**src/verilog/manycore_link_pkg.sv**
```systemverilog
package manycore_link_pkg;

  // request field widths
  localparam int addr_width_lp = 28;
  localparam int data_width_lp = 32;
  localparam int cord_width_lp = 7;

  // stage of the attached ruche link
  // an odd stage means the payload arrives bitwise inverted
  localparam int ruche_stage_lp = 1;

  typedef enum logic [1:0] {
    op_load   = 2'b00,
    op_store  = 2'b01,
    op_amo    = 2'b10,
    op_config = 2'b11
  } manycore_op_e;

  // single-beat request packet, 90 bits
  typedef struct packed {
    manycore_op_e             op;
    logic [addr_width_lp-1:0] addr;
    logic [data_width_lp-1:0] data;
    logic [cord_width_lp-1:0] src_x;
    logic [cord_width_lp-1:0] src_y;
    logic [cord_width_lp-1:0] dst_x;
    logic [cord_width_lp-1:0] dst_y;
  } manycore_packet_s;

  // forward half of a link
  // ready travels on its own wire in the reverse direction
  typedef struct packed {
    logic             valid;
    manycore_packet_s packet;
  } manycore_link_s;

  // source tag for the merge onto the proc link
  typedef enum logic {
    grant_hor   = 1'b0,
    grant_ruche = 1'b1
  } arb_grant_e;

endpackage

```
**src/verilog/link_fifo.sv**
```systemverilog
`timescale 1ns/1ps

module link_fifo #(
  parameter type payload_t = manycore_link_pkg::manycore_packet_s
) (
  input  logic     clk_i,
  input  logic     rst_n_i,

  input  logic     valid_i,
  input  payload_t data_i,
  output logic     ready_o,

  output logic     valid_o,
  output payload_t data_o,
  input  logic     yumi_ready_i
);

  payload_t   mem_r [2];
  logic       head_r;
  logic       tail_r;
  logic [1:0] count_r;
  logic       enq;
  logic       deq;

  // ready comes from occupancy only
  assign ready_o = (count_r != 2'd2);
  assign valid_o = (count_r != 2'd0);
  assign data_o  = mem_r[head_r];

  assign enq = valid_i & ready_o;
  assign deq = valid_o & yumi_ready_i;

  always_ff @(posedge clk_i) begin
    if (enq) begin
      mem_r[tail_r] <= data_i;
    end
  end

  always_ff @(posedge clk_i or negedge rst_n_i) begin
    if (!rst_n_i) begin
      head_r  <= 1'b0;
      tail_r  <= 1'b0;
      count_r <= 2'd0;
    end else begin
      if (enq) begin
        tail_r <= ~tail_r;
      end
      if (deq) begin
        head_r <= ~head_r;
      end
      // simultaneous enq and deq keeps the count
      case ({enq, deq})
        2'b10:   count_r <= count_r + 2'd1;
        2'b01:   count_r <= count_r - 2'd1;
        default: count_r <= count_r;
      endcase
    end
  end

  // count and pointers agree, so a write into a full buffer shows up as overrun
  a_no_write_when_full: assert property (
    @(posedge clk_i) disable iff (!rst_n_i)
    (count_r != 2'd3) && ((count_r == 2'd1) == (head_r != tail_r))
  );

  // head entry held under back-pressure
  a_out_stable: assert property (
    @(posedge clk_i) disable iff (!rst_n_i)
    (valid_o && !yumi_ready_i) |=> (valid_o && $stable(data_o))
  );

endmodule

```
**src/verilog/ruche_link_recv.sv**
```systemverilog
`timescale 1ns/1ps

module ruche_link_recv #(
  parameter bit invert_p = 1'b0
) (
  input  logic                            clk_i,
  input  logic                            rst_n_i,

  input  manycore_link_pkg::manycore_link_s ruche_link_i,
  output logic                            ruche_ready_o,

  output manycore_link_pkg::manycore_link_s buf_link_o,
  input  logic                            buf_ready_i
);

  import manycore_link_pkg::*;

  manycore_packet_s fixed_packet;
  manycore_packet_s buf_packet;
  logic             buf_valid;

  // undo the odd-stage inversion, valid is sent true
  always_comb begin
    if (invert_p) begin
      fixed_packet = manycore_packet_s'(~ruche_link_i.packet);
    end else begin
      fixed_packet = ruche_link_i.packet;
    end
  end

  link_fifo #(
    .payload_t(manycore_packet_s)
  ) ruche_fifo (
    .clk_i       (clk_i),
    .rst_n_i     (rst_n_i),
    .valid_i     (ruche_link_i.valid),
    .data_i      (fixed_packet),
    .ready_o     (ruche_ready_o),
    .valid_o     (buf_valid),
    .data_o      (buf_packet),
    .yumi_ready_i(buf_ready_i)
  );

  assign buf_link_o = '{valid: buf_valid, packet: buf_packet};

  // polarity restored before storage, so buffered opcodes are legal
  a_legal_op: assert property (
    @(posedge clk_i) disable iff (!rst_n_i)
    buf_valid |-> (buf_packet.op inside {op_load, op_store, op_amo, op_config})
  );

endmodule

```
**src/verilog/packet_arbiter.sv**
```systemverilog
`timescale 1ns/1ps

module packet_arbiter (
  input  logic                              clk_i,
  input  logic                              rst_n_i,

  input  manycore_link_pkg::manycore_link_s hor_link_i,
  input  manycore_link_pkg::manycore_link_s ruche_link_i,
  output logic                              hor_ready_o,
  output logic                              ruche_ready_o,

  output manycore_link_pkg::manycore_link_s proc_link_o,
  input  logic                              proc_ready_i
);

  import manycore_link_pkg::*;

  arb_grant_e       ptr_r;
  logic             out_valid_r;
  manycore_packet_s out_packet_r;
  logic             load_ok;
  logic             hor_take;
  logic             ruche_take;

  // output register is free or drains on this edge
  assign load_ok = ~out_valid_r | proc_ready_i;

  // a source loses only when the other is valid and holds priority
  assign hor_ready_o   = load_ok & (~ruche_link_i.valid | (ptr_r == grant_hor));
  assign ruche_ready_o = load_ok & (~hor_link_i.valid | (ptr_r == grant_ruche));

  assign hor_take   = hor_link_i.valid & hor_ready_o;
  assign ruche_take = ruche_link_i.valid & ruche_ready_o;

  // priority pointer
  always_ff @(posedge clk_i or negedge rst_n_i) begin
    if (!rst_n_i) begin
      ptr_r <= grant_hor;
    end else if (hor_take) begin
      ptr_r <= grant_ruche;
    end else if (ruche_take) begin
      ptr_r <= grant_hor;
    end
  end

  always_ff @(posedge clk_i or negedge rst_n_i) begin
    if (!rst_n_i) begin
      out_valid_r <= 1'b0;
    end else if (hor_take | ruche_take) begin
      out_valid_r <= 1'b1;
    end else if (proc_ready_i) begin
      out_valid_r <= 1'b0;
    end
  end

  always_ff @(posedge clk_i) begin
    if (hor_take) begin
      out_packet_r <= hor_link_i.packet;
    end else if (ruche_take) begin
      out_packet_r <= ruche_link_i.packet;
    end
  end

  assign proc_link_o = '{valid: out_valid_r, packet: out_packet_r};

  a_one_grant: assert property (
    @(posedge clk_i) disable iff (!rst_n_i)
    $onehot0({hor_take, ruche_take})
  );

  // stalled output keeps its packet until the host takes it
  a_stall_stable: assert property (
    @(posedge clk_i) disable iff (!rst_n_i)
    (out_valid_r && !proc_ready_i) |=> (out_valid_r && $stable(out_packet_r))
  );

endmodule

```
**src/verilog/hor_io_router.sv**
```systemverilog
`timescale 1ns/1ps

module hor_io_router (
  input  logic                              clk_i,
  input  logic                              rst_n_i,

  input  manycore_link_pkg::manycore_link_s hor_link_i,
  output logic                              hor_ready_o,

  input  manycore_link_pkg::manycore_link_s ruche_link_i,
  output logic                              ruche_ready_o,

  output manycore_link_pkg::manycore_link_s proc_link_o,
  input  logic                              proc_ready_i
);

  import manycore_link_pkg::*;

  manycore_link_s   hor_buf_link;
  logic             hor_buf_ready;
  logic             hor_buf_valid;
  manycore_packet_s hor_buf_packet;
  manycore_link_s   ruche_buf_link;
  logic             ruche_buf_ready;

  // local horizontal link, payload kept as sent
  link_fifo #(
    .payload_t(manycore_packet_s)
  ) hor_fifo (
    .clk_i       (clk_i),
    .rst_n_i     (rst_n_i),
    .valid_i     (hor_link_i.valid),
    .data_i      (hor_link_i.packet),
    .ready_o     (hor_ready_o),
    .valid_o     (hor_buf_valid),
    .data_o      (hor_buf_packet),
    .yumi_ready_i(hor_buf_ready)
  );

  assign hor_buf_link = '{valid: hor_buf_valid, packet: hor_buf_packet};

  ruche_link_recv #(
    .invert_p(bit'(ruche_stage_lp % 2))
  ) ruche_recv (
    .clk_i        (clk_i),
    .rst_n_i      (rst_n_i),
    .ruche_link_i (ruche_link_i),
    .ruche_ready_o(ruche_ready_o),
    .buf_link_o   (ruche_buf_link),
    .buf_ready_i  (ruche_buf_ready)
  );

  packet_arbiter arb (
    .clk_i        (clk_i),
    .rst_n_i      (rst_n_i),
    .hor_link_i   (hor_buf_link),
    .ruche_link_i (ruche_buf_link),
    .hor_ready_o  (hor_buf_ready),
    .ruche_ready_o(ruche_buf_ready),
    .proc_link_o  (proc_link_o),
    .proc_ready_i (proc_ready_i)
  );

endmodule

```
**config.mk**
```make
export PLATFORM = sky130hd
export DESIGN_NAME = hor_io_router
export DESIGN_NICKNAME = d
export VERILOG_FILES = /design/src/verilog/manycore_link_pkg.sv /design/src/verilog/link_fifo.sv /design/src/verilog/ruche_link_recv.sv /design/src/verilog/packet_arbiter.sv /design/src/verilog/hor_io_router.sv
export SDC_FILE = /design/constraint.sdc
export NUM_CORES = 1
export LEC_CHECK = 0
export ABC_AREA = 1
export BUFFER_PORTS_ARGS = -buffer_cell sky130_fd_sc_hd__buf_2
export CAP_MARGIN = 40
export CORE_ASPECT_RATIO = 0.5
export CORE_MARGIN = 4
export CORE_UTILIZATION = 55
export CTS_CLUSTER_DIAMETER = 150
export DETAILED_ROUTE_END_ITERATION = 8
export MAX_ROUTING_LAYER = met4
export PLACE_DENSITY = 0.78
export SETUP_SLACK_MARGIN = 0.2
export SYNTH_ARGS = -nofsm -noshare
export SYNTH_HDL_FRONTEND = slang
export SYNTH_SLANG_ARGS = --single-unit
```
**constraint.sdc**
```tcl
create_clock -name clk_i -period 5.4 [get_ports clk_i]
set_input_delay 1.62 -clock clk_i [delete_from_list [all_inputs] [get_ports clk_i]]
set_output_delay 1.62 -clock clk_i [all_outputs]
set_load 0.01 [all_outputs]
```
==> flow_summary.yaml <==
clocking:
  post_cts_resized: 0
  clockBufferDepth: 3
  cts_buffers: 40
  ctsHoldBuffers: 0
  cts_setup_buffers: 0
  clockRootBuffer: "clkbuf_16"
  clock-sinks: 460
  cts_tree: "built"
  cts-htree-levels: 2
  clock_latency_ns: 0.54
  clkTransAtPathRegs_ns: 0.07
pwr:
  pwr_density_cell_mw_per_mm2: 570
  power.leakage_nw: 9.25
  vdd_drop_max_mv: 0.361
drt:
  drc_errors: 0
  wl_mm: 41.2
  routed_via_density: 5.13
  ant_nets: 0
  first_pass_iters: 5
  vias: 11500
  wl_per_cell_microns: 18.4
  drt_iter0_drc: 1007
grt:
  grt_overflow: 0
  grt_pass1_vias: 11700
  antenna_found_initial: 13
  grt_max_degree: 74
  grt_usage_pct: 23.3
  grt_pass1_wl_mm: 62.0
logic_synthesis:
  synth_seq_area_share_pct: 76.7
  syn_inst: 1496
  muxShareOfSynthArea_pct: 0
  syn_nets: 1683
  netlist_area_sq_mm: 0.0180
  synth-seq-cells: 460
  synth-compound-area-share_pct: 0.0557
  synth_area_per_cell_sq_um: 12.0
  synth_xor_area_share_pct: 0.0976
  synthSimpleGateAreaFrac_pct: 18.7
  ys_types: 18
  yosysWarnings: 0
  synth_top_family_by_area: "simple AND/OR/NAND/NOR gates"
  synth-adder-area-share_pct: 0.139
placed_design:
  port_buffers: 277
  placed_cell_area_sq_mm: 0.0198
  placed_cells: 2156
  gp_congestion: 0.798
  hpwl_mm: 25.2
  detailedPlace.worstSlack_ns: 1.75
timing:
  finalMaxSlewViolations: 0
  finalWorstSetupSlack_ns: 2.28
  min_period_ns: 3.12
  clock_skew_ns: 0.0235
  finalSetupTns_ns: 0
  rsz0062_at_grt: "no"
  fmax_ghz: 0.321
  slew_headroom_pct: 39.8
  final_hold_viol_count: 0
  setup-violations-final: 0
  worst_pin_slew_ns: 0.903
  post-route-period-util_pct: 57.8
floorplan:
  fp.dieW_microns: 264
  rows: 46
  start_util_pct: 56.2
  die_area_sq_mm: 0.0358
  core-area_sq_mm: 0.0319
  die_h_microns: 136
  ios: 278
worst_setup_path:
  startpoint_type: "primary input"
  cp.arrival_ns: 3.41
  path_max_fanout: 68
  cp.required_ns: 5.69
  end_kind: "register"
  path_class: "in -> reg"
job:
  maxCapViolCount: 0
hold_path:
  hold_class: "reg -> reg"
final_layout:
  final_common_cell: "nand2_1"
  final_cell_mix: "nand2_1, edfxtp_1, buf_2"
  layout-drive-gt1-share_pct: 20.2
  fillers: 2310
  fin_nets: 1953
  postLayoutCoreUtil_pct: 65.8
  area_growth_pct: 17.1
  fin_area_sq_mm: 0.0210
  stdcell_count: 2235
run_status:
  status: "completed"
==> metal layers <==
layer  global-route usage (%)  routed length [microns]
met1                     27.1                    15600
met3                     3.74                     2350
met2                     40.0                    21600
met5                        -                        0
met4                     12.0                     1640
==> final timing paths <==
kind	from	end	slack (ns)	depth (start not counted)
worst max-delay path	proc_ready_i	arb.proc_link_o[57]	2.28	7
worst min-delay path	hor_fifo.count_r[1]	hor_fifo.count_r[1]	0.53	2
worst max register to register	hor_fifo.head_r	arb.proc_link_o[28]	2.54	6
worst min register to register	hor_fifo.count_r[1]	hor_fifo.count_r[1]	0.53	2
max in group asynchronous	rst_n_i	hor_fifo.head_r	4.24	1
min in group asynchronous	rst_n_i	ruche_recv.ruche_fifo.count_r[0]	0.93	1
==> registers in the layout (all words and copies together), names as in the netlist <==
name,flops
arb.out_valid_r,1
hor_fifo.tail_r,1
ruche_recv.ruche_fifo.head_r,1
arb.ptr_r,1
hor_fifo.count_r,2
arb.proc_link_o,90
ruche_recv.ruche_fifo.mem_r,180
ruche_recv.ruche_fifo.count_r,2
hor_fifo.mem_r,180
ruche_recv.ruche_fifo.tail_r,1
hor_fifo.head_r,1
==> report_power, final <==
group          total (mW)  leakage (nW)  internal (mW)  switching [mW]
registers            5.67          4.38           5.29           0.386
clock network        2.71         0.581           1.49            1.22
logic                3.59          4.29           1.04            2.56
==> synth_stat cells <==
cell	count	area [sq um]
nor2_1	10	37.5
inv_2	3	11.3
a21oi_1	2	10.0
nor2_4	1	11.3
dfrtp_1	10	250
edfxtp_1	450	13500
nand4_1	2	12.5
nand3_1	96	480
inv_1	102	383
xnor2_1	2	17.5
nand2_1	744	2790
or2_2	2	12.5
buf_2	37	185
ha_1	2	25.0
nand2_2	1	6.26
buf_4	5	37.5
clkbuf_1	18	67.6
buf_6	9	101
==> per-stage QoR <==
stage	hold WS, ns	power [mW]
after floorplan	0.483	8.04
after global placement	0.509	9.20
after detailed placement	0.513	9.36
after CTS	0.534	12.0
after global routing	0.557	12.7
final	0.532	12.0
==> cell type report <==
type                       count  area, sq um  area share [%]
sequential                   460        13800            65.5
tap                          432          541            2.57
clock inverter                17          129           0.613
multi-input combinational    862         3460            16.4
clock buffer                  49         1070            5.07
antenna                       13         32.5           0.155
timing repair buffer         297         1630            7.76
inverter                     105          397            1.89
==> logic make-up after synthesis <==
kind of cell | after synthesis
adder cells (fa/ha/maj) | 2
flip-flops | 460
buffers and inverters | 174
AO/OA/AOI/OAI | 2
XOR/XNOR | 2
AND/OR/NAND/NOR | 856
==> critical path, stage by stage <==
cell     delay, ns
buf_2         0.09
nor2_1        0.07
nor2_4        0.40
nand2_4       0.58
buf_4         0.46
nand2_1       0.11
nand2_1       0.05
Note: power is estimated with default switching activity, not from simulation.
